--- src/rtl/rpDrive_defs.svh ---
////////////////////////////////////////////////////////////////////////////
// Register selects, CS1 function codes and geometry for one RP drive
// Codes not listed as RP_FUN_* are illegal functions
// Geometry limits are sized to the DA sector and track fields
////////////////////////////////////////////////////////////////////////////

`ifndef RPDRIVE_DEFS_SVH
`define RPDRIVE_DEFS_SVH

//////////////////////////////////////////////////////////////////////////
// Register selects
//////////////////////////////////////////////////////////////////////////

// Control/status 1
`define RP_SEL_CS1      3'd0
// Error register 1
`define RP_SEL_ER1      3'd2
// Desired sector/track address
`define RP_SEL_DA       3'd5

//////////////////////////////////////////////////////////////////////////
// CS1 function codes
//////////////////////////////////////////////////////////////////////////

`define RP_FUN_NOP      5'd0
`define RP_FUN_SEEK     5'd2
`define RP_FUN_RECAL    5'd3
`define RP_FUN_DRVCLR   5'd4
`define RP_FUN_SEARCH   5'd12
// Writes are refused under write lock
`define RP_FUN_WRCHK    5'd20
`define RP_FUN_WRITE    5'd24
`define RP_FUN_READ     5'd28

//////////////////////////////////////////////////////////////////////////
// Drive geometry
//////////////////////////////////////////////////////////////////////////

// Sectors per track, valid sectors 0 to 19
`define RP_NSECT        6'd20
// Tracks per cylinder, valid tracks 0 to 18
`define RP_NTRK         5'd19

`endif

--- src/rtl/rpPkg.sv ---
////////////////////////////////////////////////////////////////////////////
// Bus word and register types for the RP drive register section
// The 36-bit bus word is read either as CS1 or as DA
// ER1 bit order, high to low: DCK UNS OPI DTE WLE IAE AOE HCRC
//                             HCE ECH WCF FER PAR RMR ILR ILF
////////////////////////////////////////////////////////////////////////////

`default_nettype none

package rpPkg;

   // CS1 view of a bus write
   typedef struct packed {
      logic [35:6]  unused;
      // Function code
      logic [4:0]   fun;
      // Go bit, starts the function
      logic         go;
   } rpCs1_t;

   // DA view of a bus write
   typedef struct packed {
      logic [35:13] unused;
      // Desired track
      logic [4:0]   trk;
      logic [7:6]   rsvd;
      // Desired sector
      logic [5:0]   sect;
   } rpDa_t;

   // One bus data word, decoded by register select
   typedef union packed {
      rpCs1_t cs1;
      rpDa_t  da;
   } rpWord_t;

   // Error register 1
   typedef logic [15:0] rpEr1_t;

   // Desired address fields
   typedef logic [5:0]  rpSect_t;
   typedef logic [4:0]  rpTrk_t;

endpackage

`default_nettype wire
--- src/rtl/rpAddrCheck.sv ---
////////////////////////////////////////////////////////////////////////////
// Desired sector/track register with range check and sector stepping
// setIae and setAoe are registered, one cycle after their cause
// clr wins over a DA write, a DA write wins over sectorDone
////////////////////////////////////////////////////////////////////////////

`timescale 1ns/1ps
`default_nettype none

`include "rpDrive_defs.svh"

module rpAddrCheck
   import rpPkg::*;
(
   input  wire       clk,
   input  wire       rst,
   input  wire       clr,
   input  wire       daWrite,
   input  rpWord_t   dataIn,
   input  wire       sectorDone,
   output rpSect_t   daSect,
   output rpTrk_t    daTrk,
   output logic      setIae,
   output logic      setAoe
);

   logic addrBad;
   logic lastSect;
   logic lastTrk;

   // Written address outside the drive geometry
   assign addrBad = (dataIn.da.sect >= `RP_NSECT) || (dataIn.da.trk >= `RP_NTRK);

   // Last sector of the track, or beyond after a bad write
   assign lastSect = daSect >= (`RP_NSECT - 6'd1);
   // Last track of the cylinder
   assign lastTrk  = daTrk >= (`RP_NTRK - 5'd1);

   ////////////////////////////////////////////////////////////////////////
   // Address register
   ////////////////////////////////////////////////////////////////////////

   always_ff @(posedge clk or posedge rst)
   begin
      if (rst)
      begin
         daSect <= '0;
         daTrk  <= '0;
         setIae <= 1'b0;
         setAoe <= 1'b0;
      end
      else
      begin
         // Strobes last one cycle
         setIae <= 1'b0;
         setAoe <= 1'b0;
         if (clr)
         begin
            daSect <= '0;
            daTrk  <= '0;
         end
         else if (daWrite)
         begin
            // Bad address is still loaded
            daSect <= dataIn.da.sect;
            daTrk  <= dataIn.da.trk;
            setIae <= addrBad;
         end
         else if (sectorDone)
         begin
            if (!lastSect)
               daSect <= daSect + 6'd1;
            else
            begin
               // Sector wraps, carry into track
               daSect <= '0;
               if (!lastTrk)
                  daTrk <= daTrk + 5'd1;
               else
               begin
                  // Ran off the cylinder
                  daTrk  <= '0;
                  setAoe <= 1'b1;
               end
            end
         end
      end
   end

endmodule

`default_nettype wire

--- src/rtl/rpCmdCheck.sv ---
////////////////////////////////////////////////////////////////////////////
// Register write decode and CS1 function check, fully combinational
// All outputs are valid in the regWrite cycle only
// Bus parity is odd over dataIn[17:0] and busParity
////////////////////////////////////////////////////////////////////////////

`timescale 1ns/1ps
`default_nettype none

`include "rpDrive_defs.svh"

module rpCmdCheck
   import rpPkg::*;
(
   input  wire          regWrite,
   input  wire [2:0]    regSel,
   input  rpWord_t      dataIn,
   input  wire          busParity,
   input  wire          drvReady,
   input  wire          writeLock,
   output logic         er1Write,
   output logic         daWrite,
   output logic         setIlf,
   output logic         setRmr,
   output logic         setWle,
   output logic         setPar,
   output logic         drvClr,
   output logic         goPulse,
   output logic [4:0]   goFunc
);

   logic cs1Go;
   logic funLegal;
   logic funWrite;
   logic parErr;

   // Go write to CS1, before the ready check
   assign cs1Go = regWrite && (regSel == `RP_SEL_CS1) && dataIn.cs1.go;

   // Even parity over the low half word plus parity bit is an error
   assign parErr = ~(^{dataIn[17:0], busParity});

   // Function presented with the CS1 write
   assign goFunc = dataIn.cs1.fun;

   ////////////////////////////////////////////////////////////////////////
   // Function classification
   ////////////////////////////////////////////////////////////////////////

   always_comb
   begin
      funLegal = 1'b0;
      funWrite = 1'b0;
      case (dataIn.cs1.fun)
         `RP_FUN_NOP, `RP_FUN_SEEK, `RP_FUN_RECAL, `RP_FUN_DRVCLR,
         `RP_FUN_SEARCH, `RP_FUN_READ:
            funLegal = 1'b1;
         // Writes to the media
         `RP_FUN_WRCHK, `RP_FUN_WRITE:
         begin
            funLegal = 1'b1;
            funWrite = 1'b1;
         end
         default:
            funLegal = 1'b0;
      endcase
   end

   ////////////////////////////////////////////////////////////////////////
   // Strobes
   ////////////////////////////////////////////////////////////////////////

   always_comb
   begin
      // Register loads only when the drive is ready
      er1Write = regWrite && (regSel == `RP_SEL_ER1) && drvReady;
      daWrite  = regWrite && (regSel == `RP_SEL_DA) && drvReady;

      // Not ready, write refused
      setRmr = (cs1Go || (regWrite && (regSel == `RP_SEL_DA))) && !drvReady;

      // Bad parity flags the write but lets it through
      setPar = regWrite && parErr;

      // Go while ready, one outcome per function
      setIlf  = cs1Go && drvReady && !funLegal;
      setWle  = cs1Go && drvReady && funLegal && funWrite && writeLock;
      drvClr  = cs1Go && drvReady && (dataIn.cs1.fun == `RP_FUN_DRVCLR);
      goPulse = cs1Go && drvReady && funLegal && !(funWrite && writeLock)
                && (dataIn.cs1.fun != `RP_FUN_DRVCLR);
   end

endmodule

`default_nettype wire

--- src/rtl/rpDrive.sv ---
////////////////////////////////////////////////////////////////////////////
// RP drive register and error section, top level
// goPulse and goFunc are combinational in the regWrite cycle
// ER1 bits from CS1 writes land one cycle later, IAE and AOE two
////////////////////////////////////////////////////////////////////////////

`timescale 1ns/1ps
`default_nettype none

module rpDrive
   import rpPkg::*;
(
   input  wire          clk,
   input  wire          rst,
   input  wire          clr,
   input  wire          regWrite,
   input  wire [2:0]    regSel,
   input  rpWord_t      dataIn,
   input  wire          busParity,
   input  wire          drvReady,
   input  wire          writeLock,
   input  wire          sectorDone,
   output rpEr1_t       er1,
   output logic         attn,
   output rpSect_t      daSect,
   output rpTrk_t       daTrk,
   output logic         goPulse,
   output logic [4:0]   goFunc
);

   // Command checker to address checker and ER1
   logic er1Write;
   logic daWrite;
   logic setIlf;
   logic setRmr;
   logic setWle;
   logic setPar;
   logic drvClr;

   // Address checker to ER1
   logic setIae;
   logic setAoe;

   ////////////////////////////////////////////////////////////////////////
   // Checkers
   ////////////////////////////////////////////////////////////////////////

   rpCmdCheck uCmdCheck (
      .regWrite   (regWrite),
      .regSel     (regSel),
      .dataIn     (dataIn),
      .busParity  (busParity),
      .drvReady   (drvReady),
      .writeLock  (writeLock),
      .er1Write   (er1Write),
      .daWrite    (daWrite),
      .setIlf     (setIlf),
      .setRmr     (setRmr),
      .setWle     (setWle),
      .setPar     (setPar),
      .drvClr     (drvClr),
      .goPulse    (goPulse),
      .goFunc     (goFunc)
   );

   rpAddrCheck uAddrCheck (
      .clk        (clk),
      .rst        (rst),
      .clr        (clr),
      .daWrite    (daWrite),
      .dataIn     (dataIn),
      .sectorDone (sectorDone),
      .daSect     (daSect),
      .daTrk      (daTrk),
      .setIae     (setIae),
      .setAoe     (setAoe)
   );

   // Error register collects both checkers
   rpErr1 uErr1 (
      .clk        (clk),
      .rst        (rst),
      .clr        (clr),
      .drvClr     (drvClr),
      .er1Write   (er1Write),
      .dataIn     (dataIn),
      .setIlf     (setIlf),
      .setRmr     (setRmr),
      .setWle     (setWle),
      .setPar     (setPar),
      .setIae     (setIae),
      .setAoe     (setAoe),
      .er1        (er1),
      .attn       (attn)
   );

endmodule

`default_nettype wire

--- src/rtl/rpErr1.sv ---
////////////////////////////////////////////////////////////////////////////
// Error register 1 with attention
// Priority per bit: clr or drvClr, then set strobe, then ER1 write
// Bits with no set strobe change only by a software write
// attn is combinational from the register
////////////////////////////////////////////////////////////////////////////

`timescale 1ns/1ps
`default_nettype none

module rpErr1
   import rpPkg::*;
(
   input  wire       clk,
   input  wire       rst,
   input  wire       clr,
   input  wire       drvClr,
   input  wire       er1Write,
   input  rpWord_t   dataIn,
   input  wire       setIlf,
   input  wire       setRmr,
   input  wire       setWle,
   input  wire       setPar,
   input  wire       setIae,
   input  wire       setAoe,
   output rpEr1_t    er1,
   output logic      attn
);

   rpEr1_t setMask;
   rpEr1_t er1Next;
   logic   er1Clear;

   ////////////////////////////////////////////////////////////////////////
   // Set strobes mapped onto the ER1 bit positions
   ////////////////////////////////////////////////////////////////////////

   // Bit 15 DCK, 14 UNS, 13 OPI, 12 DTE
   // Bit 11 WLE, 10 IAE, 9 AOE
   // Bit 8 HCRC, 7 HCE, 6 ECH, 5 WCF, 4 FER
   // Bit 3 PAR, 2 RMR, 1 ILR, 0 ILF
   assign setMask = {
      // DCK UNS OPI DTE, software only
      4'b0000,
      // Write lock error
      setWle,
      // Invalid address error
      setIae,
      // Address overflow error
      setAoe,
      // HCRC HCE ECH WCF FER, software only
      5'b00000,
      // Bus parity error
      setPar,
      // Register modification refused
      setRmr,
      // ILR, software only
      1'b0,
      // Illegal function
      setIlf
   };

   // Controller clear or drive clear function
   assign er1Clear = clr || drvClr;

   ////////////////////////////////////////////////////////////////////////
   // Next state
   ////////////////////////////////////////////////////////////////////////

   always_comb
   begin
      if (er1Clear)
         er1Next = '0;
      else if (er1Write)
         // Strobed bits win over the written value
         er1Next = setMask | rpEr1_t'(dataIn[15:0]);
      else
         // Strobed bits set, rest hold
         er1Next = setMask | er1;
   end

   ////////////////////////////////////////////////////////////////////////
   // Register
   ////////////////////////////////////////////////////////////////////////

   always_ff @(posedge clk or posedge rst)
   begin
      if (rst)
         er1 <= '0;
      else
         er1 <= er1Next;
   end

   // Any error raises attention
   assign attn = |er1;

endmodule

`default_nettype wire

--- config.mk ---
export PLATFORM = sky130hd
export DESIGN_NAME = rpDrive
export DESIGN_NICKNAME = d
export VERILOG_FILES = /design/src/rtl/rpPkg.sv /design/src/rtl/rpAddrCheck.sv /design/src/rtl/rpCmdCheck.sv /design/src/rtl/rpDrive.sv /design/src/rtl/rpErr1.sv
export VERILOG_INCLUDE_DIRS = /design/src /design/src/rtl
export SDC_FILE = /design/constraint.sdc
export NUM_CORES = 1
export LEC_CHECK = 0
export BUFFER_PORTS_ARGS = -buffer_cell sky130_fd_sc_hd__buf_4
export CAP_MARGIN = 0
export CORE_ASPECT_RATIO = 1.4
export CORE_UTILIZATION = 49
export DETAILED_ROUTE_END_ITERATION = 10
export PLACE_DENSITY = 0.9
export SETUP_SLACK_MARGIN = 0.05
export SLEW_MARGIN = 25
export SYNTH_ARGS = -nofsm -noshare
export SYNTH_HDL_FRONTEND = slang
export SYNTH_SLANG_ARGS = --single-unit
--- constraint.sdc ---
create_clock -name clk -period 2.2 [get_ports clk]
set_input_delay 0.22 -clock clk [delete_from_list [all_inputs] [get_ports clk]]
set_output_delay 0.22 -clock clk [all_outputs]
set_load 0.02 [all_outputs]
==> results_dict.tcl, run 1 <==
set metrics [dict create \
    vias 1919 \
    min_period_ns 1.926 \
    cts_buffers 5 \
    fp-row-count 27 \
    maxSlewViolCount 0 \
    clkSinkCount 29 \
    ys_seq_elements 29 \
    crit_path_start "uAddrCheck.daSect[0]$_DFFE_PP0P_" \
    synth_nets 283 \
    grt_pass1_vias 1811 \
    clk_pin_slew_worst_paths_ns 0.07 \
    first_pass_iters 4 \
    hold_buffers 0 \
    drv_cap 0 \
    cts_tree "done" \
    setup_ws_ns 0.2739 \
    clock_path_buffers 2 \
    critPathKind "register to register" \
    synth_edf_count 0 \
    grt_pass1_wl_um 8542 \
    syn_to_final_growth_pct 27.02 \
    clkLatencyLatePin_ns 0.28 \
    overflow 0 \
    grt_antenna_before_repair 0 \
    dieArea_um2 4364 \
    period_share_pct 87.55 \
    cp_cell_sequence "ha_1 -> o31a_4 -> o21ai_2 -> nand2_1 -> a311oi_1" \
    drt_iter0_drc 83 \
    gp_congestion 0.8283 \
    post_cts_resized 0 \
    synth_area_um2 2009 \
    cp_max_fo 11 \
    yosys_warnings 0 \
    critPathLaunchType "register" \
    hold_ws_ns 0.006795 \
    initial_utilization_pct 51.28 \
    ys.flop_type "dfrtp_1" \
    peakVddDrop_mv 0.4888 \
    status "complete, no violations" \
    cts_root_buffer "clkbuf_8" \
    relSlewSlack_pct 58.73 \
    crit_path_end_kind "register" \
    arrival_ns 2.11 \
    slowest_delay_ns 0.42 \
    hold_viol 0 \
    drt_wl_total_um 5200 \
    setup-violations-final 0 \
    rsz0062_at_grt "no" \
    hold_path.class "input port to async pin" \
    yosysSeqAreaShare_pct 36.11 \
    wl_per_cell_um 16.10 \
    syn_avg_cell_area_um2 9.051 \
    final_net_count 340 \
    fmaxAchievable_ghz 0.5192 \
    core-area_um2 3919 \
    placed_cell_area_um2 2466 \
    timing.rr.start "uAddrCheck.daSect[0]$_DFFE_PP0P_" \
    worst-path-buf-inv 0 \
    setup_tns_ns 0 \
    track_usage_pct 24.93 \
    crit_family "compound AO/OA/AOI/OAI gates" \
    skew_ns 0.002549 \
    dp_slack_ns 0.3037 \
    ios 81 \
    synth_cell_types 43 \
    synth_cells 222 \
    htreeDepth 2 \
    p_per_area_nw_per_um2 542.6 \
    design_area_um2 2552 \
    post_cts.repair.setup_buffers 0 \
    dp_hpwl_um 3803 \
    cp.required_ns 2.38 \
    synthArstFlopShare_pct 100.0 \
    tightest_slew_ns 0.6175 \
    grt_max_degree 30 \
    final_antenna_net_count 0 \
    drt-vias-per-instance 5.941 \
    cp_slowest_cell "dfrtp_1" \
    diodes 0 \
    dieHeight_um 77.77 \
    drc 0 \
    cellLeakagePower_nw 1.239 \
    drive_gt1_share_pct 28.21 \
    chipWidth_um 56.12 \
    numPortBuffers 62 \
]
==> flip-flops by register name, indices dropped and copies added (netlist names) <==
register and flops:
uErr1.er1 16, uAddrCheck.daSect 6, uAddrCheck.daTrk 5, uAddrCheck.setAoe 1, uAddrCheck.setIae 1
==> worst paths after layout <==
path | end | slack [ns] | depth (start not counted)
max | uAddrCheck.daTrk[2]$_DFFE_PP0P_ | 0.27 | 5
min | uAddrCheck.setIae$_DFF_PP0_ | 0.007 | 3
max reg2reg | uAddrCheck.daTrk[2]$_DFFE_PP0P_ | 0.27 | 5
min reg2reg | uErr1.er1[9]$_DFF_PP0_ | 0.49 | 2
max in group asynchronous | uErr1.er1[3]$_DFF_PP0_ | 1.91 | 3
min in group clk | uErr1.er1[3]$_DFF_PP0_ | 0.21 | 3
==> metal layers <==
metal	wire [um]	GRT usage, %	vias to the layer above
li1	-	-	901
met1	2087	28.92	920
met2	2684	43.93	90
met3	333	6.000	8
met4	94	9.268	0
met5	0	0	-
==> kinds of logic after synthesis <==
logic type,Yosys count,share of synthesized area [%]
flops,29,36.11
mux,4,2.055
compound gates,49,17.12
simple gates,81,20.42
buf+inv,31,7.410
fa+ha+maj,14,8.717
xor+xnor,14,8.157
==> power breakdown <==
part	switching, mW	internal [mW]	total, mW
Clock	0.224	0.218	0.442
Combinational	0.183	0.181	0.364
Sequential	0.0260	0.553	0.579
==> layout by cell type, fill, tap and decap left out, drive strengths merged, types with 2 or more instances in the layout <==
master and n:
dfrtp 29, o21ai 5, clkinv 2, and3 2, nand3 14, or3 5
nor2 15, mux2i 3, buf 66, nor3 7, xnor2 8, a22oi 2
a211oi 7, clkbuf 5, xnor3 3, ha 14, nor2b 4, nor4 4
nand2 20, a311oi 6, inv 15, a21oi 20, nand4 3, xor2 3
nand3b 2
==> through the flow <==
| step | instances | utilization [%] | power (mW) |
|---|---|---|---|
| after floorplan | 222 | - | 0.8055 |
| after global placement | 315 | 62.93 | 0.9394 |
| after detailed placement | 315 | 62.93 | 0.9490 |
| after CTS | 323 | 65.13 | 1.391 |
| after global routing | 323 | 65.13 | 1.442 |
| final | 323 | 65.13 | 1.385 |
==> synth_stat cells, types with 4 or more instances <==
cell      count  area, um2
nor2_1       15      56.30
ha_1         14      175.2
nor3_1        7      35.03
nand3_1      14      70.07
buf_2         5      25.02
o21ai_0       4      20.02
a21oi_1      20      100.1
a311oi_1      5      43.79
a211oi_1      7      52.55
clkbuf_1      5      18.77
inv_1        15      56.30
buf_4         5      37.54
nor4_1        4      25.02
dfrtp_1      29      725.7
nand2_1      20      75.07
nor2b_1       4      25.02
xnor2_1       8      70.07
or3_1         5      31.28
==> cell type report <==
type	instances	area [um2]
clock buffers	5	68.82
clock inverters	3	17.52
fillers	330	1366
inverters	15	56.30
multi-input cells	162	1135
flip-flops and latches	29	725.7
well taps	43	53.80
repair buffers	66	495.5
==> worst min-delay path, stage by stage <==
cell and delay, ns:
buf_4 0.10, inv_1 0.04, buf_4 0.34
No activity file was read; power rests on OpenSTA's default activity.
==> run 2: changes to the inputs <==
--- a/config.mk
+++ b/config.mk
@@ -9,11 +9,12 @@
 export BUFFER_PORTS_ARGS = -buffer_cell sky130_fd_sc_hd__buf_4
 export CAP_MARGIN = 0
 export CORE_ASPECT_RATIO = 1.4
-export CORE_UTILIZATION = 49
+export CORE_UTILIZATION = 48
 export DETAILED_ROUTE_END_ITERATION = 10
-export PLACE_DENSITY = 0.9
+export PLACE_DENSITY = 0.89
 export SETUP_SLACK_MARGIN = 0.05
 export SLEW_MARGIN = 25
 export SYNTH_ARGS = -nofsm -noshare
 export SYNTH_HDL_FRONTEND = slang
+export SYNTH_HIERARCHICAL = 1
 export SYNTH_SLANG_ARGS = --single-unit
==> run 2 against run 1 <==
Register-to-register slack gained 0.11 ns. Design area grew 0.88%. Final cell count decreased by 2.8%. Sequential cell count did not move. Highest routed layer unchanged. Hold slack gained 0.19 ns. Combinational power rose by 11%. Total power up 7.6%. Synthesized area shrank 0.87%. Critical path depth did not move.
==> results_dict.tcl, run 2 <==
set metrics [dict create \
    fp-row-count 27 \
    yosys_warnings 6 \
    core-area_um2 3953 \
    cts_buffers 5 \
    setup-violations-final 0 \
    track_usage_pct 23.31 \
    clk_pin_slew_worst_paths_ns 0.06 \
    seq_area_um2 725.7 \
    status "complete, no violations" \
    overflow 0 \
    ys_seq_elements 29 \
    synthArstFlopShare_pct 100.0 \
    dr_wl_met2_um 2572 \
    diodes 0 \
    nFillCells 335 \
    synth_area_leaders "dfrtp_1 (36%), mux2i_1 (9.0%), ha_1 (6.3%)" \
    synth_cell_types 49 \
    chipWidth_um 56.45 \
    wl_per_cell_um 15.66 \
    syn_avg_cell_area_um2 9.576 \
    grt_pass1_wl_um 7976 \
    synth_common_cells "dfrtp_1 (29), nor2_1 (20), inv_1 (19)" \
    gp_congestion 0.8643 \
    synth_area_um2 1992 \
    grt_pass1_vias 1671 \
    top_layer_used "met4" \
    place_inst 305 \
    peakVddDrop_mv 0.6554 \
    grt_antenna_before_repair 0 \
    first_pass_iters 4 \
    post_cts.repair.setup_buffers 0 \
    drt_wl_total_um 4916 \
    synth_nets 265 \
    setup_tns_ns 0 \
    dieArea_um2 4415 \
    drv_cap 0 \
    hold_ws_ns 0.1943 \
    final_common_cell "buf_4" \
    htreeDepth 2 \
    post_cts_resized 0 \
    dr_wl_met3_um 292 \
    cp.required_ns 2.39 \
    cellLeakagePower_nw 1.222 \
    rsz0062_at_grt "no" \
    final_net_count 327 \
    cts_tree "done" \
    yosysSeqAreaShare_pct 36.43 \
    multi_input_area_um2 1114 \
    cp_max_fo 5 \
    cts_root_buffer "clkbuf_8" \
    skew_ns 0.003131 \
    largest_reg_flops 16 \
    layout_common_cells "buf_4 (66), dfrtp_1 (29), nor2_1 (20)" \
    final_antenna_net_count 0 \
    relSlewSlack_pct 59.80 \
    tightest_slew_ns 0.6023 \
    hold_path.class "input port to register" \
    vias 1772 \
    crit_path_end_kind "register" \
    synth_edf_count 0 \
    clkLatencyLatePin_ns 0.28 \
    numPortBuffers 62 \
    dp_hpwl_um 3684 \
    ys.flop_type "dfrtp_1" \
    synth_top_area_cell "dfrtp_1" \
    hold_viol 0 \
    instances_no_fill 314 \
    drive_gt1_share_pct 31.00 \
    drt-met1-wl_um 1956 \
    ios 81 \
    drt_iter0_drc 67 \
    drt-vias-per-instance 5.643 \
    clock_path_buffers 2 \
    syn_to_final_growth_pct 29.27 \
    initial_utilization_pct 50.40 \
    min_period_ns 1.820 \
    synth_most_common_cell "dfrtp_1" \
    maxSlewViolCount 0 \
    critPathKind "register to register" \
    p_per_area_nw_per_um2 578.7 \
    largest_registers "uErr1/er1 (16), uAddrCheck/daSect (6), uAddrCheck/daTrk (5)" \
    dieHeight_um 78.22 \
    period_share_pct 82.72 \
    synth_cells 208 \
    clkSinkCount 29 \
    top_register "uErr1/er1" \
    arrival_ns 2.01 \
    synth_top_area_share_pct 36.43 \
    grt_max_degree 19 \
    fmaxAchievable_ghz 0.5495 \
    critPathLaunchType "register" \
    drc 0 \
]
run 2: report_power, final:
part	internal (mW)	total, mW	switching, mW
logic	0.199	0.405	0.206
registers	0.559	0.596	0.0365
clock network	0.282	0.489	0.207
total	1.04	1.49	0.449
run 2: worst max-delay path, cell delays in order, from the launching register on:
cell      delay (ns)
dfrtp_1         0.41
ha_1            0.26
nor4_2          0.09
or3_4           0.39
or3_1           0.37
a221oi_2        0.22
run 2: kinds of logic after synthesis:
family / after synthesis / synth area share (%)
AND/OR/NAND/NOR: 66 / 18.28
buffers and inverters: 32 / 7.977
flip-flops: 29 / 36.43
adder cells (fa/ha/maj): 10 / 6.281
AO/OA/AOI/OAI: 38 / 14.01
multiplexers: 18 / 9.045
XOR/XNOR: 15 / 7.977
run 2: worst paths after layout:
| kind | startpoint | end | slack [ns] | cells past startpoint |
|---|---|---|---|---|
| max | uAddrCheck/daSect[0]$_DFFE_PP0P_ | uAddrCheck/daTrk[3]$_DFFE_PP0P_ | 0.38 | 5 |
| min | clr | uAddrCheck/daTrk[3]$_DFFE_PP0P_ | 0.19 | 2 |
| max reg2reg | uAddrCheck/daSect[0]$_DFFE_PP0P_ | uAddrCheck/daTrk[3]$_DFFE_PP0P_ | 0.38 | 5 |
| min reg2reg | uAddrCheck/setAoe$_DFF_PP0_ | uErr1/er1[9]$_DFF_PP0_ | 0.49 | 2 |
| max in group asynchronous | rst | uErr1/er1[10]$_DFF_PP0_ | 1.23 | 3 |
| min in group asynchronous | rst | uAddrCheck/daSect[2]$_DFFE_PP0P_ | 0.54 | 3 |
run 2: repair_timing:
item | CTS | global route
hold endpoints to repair | 13 | 0
endpoints found under the setup margin | 0 | 0
hold buffers | 1 | 0
run 2: metal layers:
| metal | track usage [%] | vias up |
|---|---|---|
| li1 | - | 850 |
| met1 | 27.00 | 840 |
| met2 | 41.41 | 74 |
| met3 | 5.107 | 8 |
| met4 | 8.537 | 0 |
| met5 | 0 | - |
run 2: metrics by stage:
stage          util (%)  cell area [um2]  power, mW  setup slack (ns)
2_1_floorplan         -             1992     0.8501            0.3848
3_3_place_gp      62.33             2464     0.9962            0.3720
3_5_place_dp      62.33             2464      1.007            0.2861
4_1_cts           65.15             2575      1.501            0.3890
5_1_grt           65.15             2575      1.559            0.2051
6_report          65.15             2575      1.490            0.3802
run 2: area by class of cell:
cell class | instances | share of cell area, %
well taps | 43 | 2.089
clock buffers | 7 | 3.741
clock inverters | 1 | 0.1944
inverters | 20 | 2.915
multi-input cells | 147 | 43.25
flip-flops and latches | 29 | 28.18
repair buffers | 67 | 19.63
==> run 3: changes to the inputs <==
--- a/config.mk
+++ b/config.mk
@@ -6,12 +6,13 @@
 export SDC_FILE = /design/constraint.sdc
 export NUM_CORES = 1
 export LEC_CHECK = 0
+export ABC_AREA = 1
 export BUFFER_PORTS_ARGS = -buffer_cell sky130_fd_sc_hd__buf_4
 export CAP_MARGIN = 0
 export CORE_ASPECT_RATIO = 1.4
-export CORE_UTILIZATION = 48
+export CORE_UTILIZATION = 45
 export DETAILED_ROUTE_END_ITERATION = 10
-export PLACE_DENSITY = 0.89
+export PLACE_DENSITY = 0.85
 export SETUP_SLACK_MARGIN = 0.05
 export SLEW_MARGIN = 25
 export SYNTH_ARGS = -nofsm -noshare
==> constraint.sdc (replaced) <==
create_clock -name clk -period 1.55 [get_ports clk]
set_input_delay 0.155 -clock clk [delete_from_list [all_inputs] [get_ports clk]]
set_output_delay 0.155 -clock clk [all_outputs]
set_load 0.02 [all_outputs]
==> run 3 against run 2 <==
Combinational power is 62% higher. Global-route usage down 1.5 points. Setup slack got worse by 0.34 ns. Hold slack got worse by 0.063 ns. Total power is 47% higher. Register-to-register slack lost 0.26 ns. Largest power group unchanged. Critical path type is now input port to output pin. Synthesized cell count is 54% higher. Core utilization fell by 3.0 points. Wire length is 16% higher. Highest routed layer unchanged. Final cell count increased by 46%. Sequential share of layout area down 4.0 points.
==> results_dict.tcl, run 3 <==
set metrics [dict create \
    tightest_slew_ns 0.6008 \
    arrival_ns 1.36 \
    ys_seq_elements 29 \
    largest_registers "uErr1/er1 (16), uAddrCheck/daSect (6), uAddrCheck/daTrk (5)" \
    critPathLaunchType "input port" \
    use_met1_pct 22.89 \
    synth_edf_count 0 \
    drt_iter0_drc 100 \
    ys.flop_type "dfrtp_1" \
    crit_path_end_kind "output pin" \
    r2r_end "uAddrCheck/daTrk[0]$_DFFE_PP0P_" \
    synth_nets 377 \
    track_usage_pct 21.77 \
    wl_per_cell_um 12.42 \
    synth_common_cells "nand2_1 (103), inv_1 (35), nor2_1 (31)" \
    slowest_delay_ns 0.19 \
    period_share_pct 97.47 \
    synth_cells 320 \
    skew_ns 0.004903 \
    numPortBuffers 62 \
    setup-violations-final 0 \
    grt-busiest-layer "met2" \
    top_register "uErr1/er1" \
    dieHeight_um 86.03 \
    drc 0 \
    synth_top_area_share_pct 31.97 \
    cp_max_fo 3 \
    maxSlewViolCount 0 \
    cp.required_ns 1.39 \
    first_pass_iters 4 \
    grt_max_degree 18 \
    relSlewSlack_pct 59.90 \
    crit_end "goPulse" \
    final_net_count 451 \
    p_per_area_nw_per_um2 729.0 \
    final_common_cell "nand2_1" \
    min_period_ns 1.511 \
    cts_root_buffer "clkbuf_8" \
    layout_common_cells "nand2_1 (102), buf_4 (73), inv_1 (33)" \
    fp-row-count 30 \
    critPathKind "input port to output pin" \
    gp_congestion 0.9171 \
    clkLatencyLatePin_ns 0.28 \
    drive_gt1_share_pct 35.19 \
    synth_most_common_cell "nand2_1" \
    status "complete, no violations" \
    use_met2_pct 38.78 \
    htreeDepth 2 \
    final_antenna_net_count 0 \
    rsz0062_at_grt "yes" \
    hold_ws_ns 0.1312 \
    reg2regPathDepth 9 \
    drt_wl_total_um 5700 \
    largest_reg_flops 16 \
    clk_pin_slew_worst_paths_ns 0.07 \
    overflow 0 \
    hold_viol 0 \
    core-area_um2 4842 \
    power_mw 2.194 \
    yosys_warnings 6 \
    clkSinkCount 29 \
    cellLeakagePower_nw 1.613 \
    grt_pass1_vias 2137 \
    dp_hpwl_um 4254 \
    r2r_setup_slack_ns 0.12 \
    yosysSeqAreaShare_pct 31.97 \
    hold_path.class "input port to register" \
    synth_area_um2 2270 \
    vias 2239 \
    cts_buffers 5 \
    fmaxAchievable_ghz 0.6619 \
    initial_utilization_pct 46.87 \
    chipWidth_um 62.02 \
    grt_pass1_wl_um 8756 \
    clock_path_buffers 2 \
    synth_area_leaders "dfrtp_1 (32%), nand2_1 (17%), a21oi_2 (6.2%)" \
    syn_avg_cell_area_um2 7.093 \
    synthArstFlopShare_pct 100.0 \
    drv_cap 0 \
    synth_top_area_cell "dfrtp_1" \
    ios 81 \
    crit_path_start "dataIn[2]" \
    cp_cell_sequence "buf_4 -> inv_1 -> ha_2 -> inv_2 -> nor3_2 -> nor2_1 -> o21ai_1 -> nand3_1 -> nor2_1 -> buf_4" \
    synth_cell_types 33 \
    diodes 0 \
    grt_antenna_before_repair 0 \
    dieArea_um2 5336 \
    cp_slowest_cell "nor3_2" \
    peakVddDrop_mv 0.4651 \
    use_met3_pct 4.827 \
    cts_tree "done" \
    timing.rr.start "uAddrCheck/daSect[0]$_DFFE_PP0P_" \
    drt-vias-per-instance 4.878 \
    syn_to_final_growth_pct 32.58 \
]
==> run 3: changes by cell type in the layout (fill, tap and decap cells not counted), moves of 6 or more <==
| cell | previous run | this run |
|---|---|---|
| nor2_1 | 20 | 31 |
| mux2i_1 | 18 | 0 |
| a21oi_2 | 0 | 17 |
| nand2_2 | 0 | 15 |
| inv_2 | 1 | 7 |
| a21oi_1 | 16 | 7 |
| nand3_1 | 5 | 15 |
| inv_1 | 19 | 33 |
| o21ai_1 | 1 | 7 |
| buf_4 | 66 | 73 |
| nand2_1 | 9 | 102 |
==> run 3: how the worst min path moves through the flow <==
stage / depth (start not counted) / startpoint / end / slack, ns
6_report: 3 / sectorDone / uAddrCheck/setAoe$_DFF_PP0_ / 0.13
5_1_grt: 3 / sectorDone / uAddrCheck/setAoe$_DFF_PP0_ / 0.14
4_1_cts: 3 / sectorDone / uAddrCheck/setAoe$_DFF_PP0_ / 0.12
3_5_place_dp: 2 / rst / uAddrCheck/setIae$_DFF_PP0_ / 0.23
3_3_place_gp: 2 / rst / uAddrCheck/setIae$_DFF_PP0_ / 0.23
2_1_floorplan: 1 / rst / uAddrCheck/daSect[0]$_DFFE_PP0P_ / 0.03
==> run 3: metal layers <==
layer	up-vias	part of all wire, %
met5	-	0
met3	10	3.5
li1	1151	-
met4	0	2.2
met1	1022	40
met2	56	54
==> run 3: report_power, final <==
group | switching [mW] | internal (mW)
logic | 0.374 | 0.282
clock network | 0.287 | 0.401
registers | 0.0545 | 0.795
==> run 3: worst max-delay path, delay by kind of cell <==
family | cells | cell delay [ns]
compound gates | 1 | 0.13
simple gates | 4 | 0.49
buf+inv | 4 | 0.38
fa+ha+maj | 1 | 0.18
==> run 3: logic make-up after synthesis <==
group                      after synthesis  share of synthesized area [%]
and+or+nand+nor                        180                          35.06
DFF                                     29                          31.97
AOI/OAI and AO/OA                       40                          12.35
buffers and inverters                   52                          11.63
xor gates and xnor gates                 9                          3.473
adders and majority gates               10                          5.513
==> run 3: per-stage QoR <==
| stage | setup TNS [ns] | utilization, % | worst slack [ns] | area, um2 | std cells |
|---|---|---|---|---|---|
| floorplan | 0 | - | 0.1331 | 2270 | 320 |
| global placement | -0.01307 | 58.58 | -0.01307 | 2836 | 447 |
| detailed placement | -0.8927 | 58.58 | -0.1085 | 2836 | 447 |
| CTS | 0 | 61.24 | 0.06441 | 2965 | 457 |
| global route | -0.03714 | 62.14 | -0.03714 | 3009 | 459 |
| finish | 0 | 62.14 | 0.03927 | 3009 | 459 |
==> run 3: what timing repair did <==
| item | in CTS | in global routing |
|---|---|---|
| pin swaps | 3 | 6 |
| buffers inserted | 1 | 2 |
| endpoints found under the setup margin | 1 | 10 |
| gates resized for setup | 3 | 9 |
| hold buffers | 1 | 0 |
| hold endpoints to repair | 29 | 0 |
==> run 3: layout make-up <==
| type | instances | area [um2] |
|---|---|---|
| repair buffers | 77 | 618.1 |
| flip-flops and latches | 29 | 726.9 |
| inverters | 42 | 165.2 |
| fillers | 428 | 1833 |
| clock inverters | 1 | 5.005 |
| clock buffers | 7 | 96.34 |
| multi-input cells | 239 | 1318 |
| well taps | 64 | 80.08 |
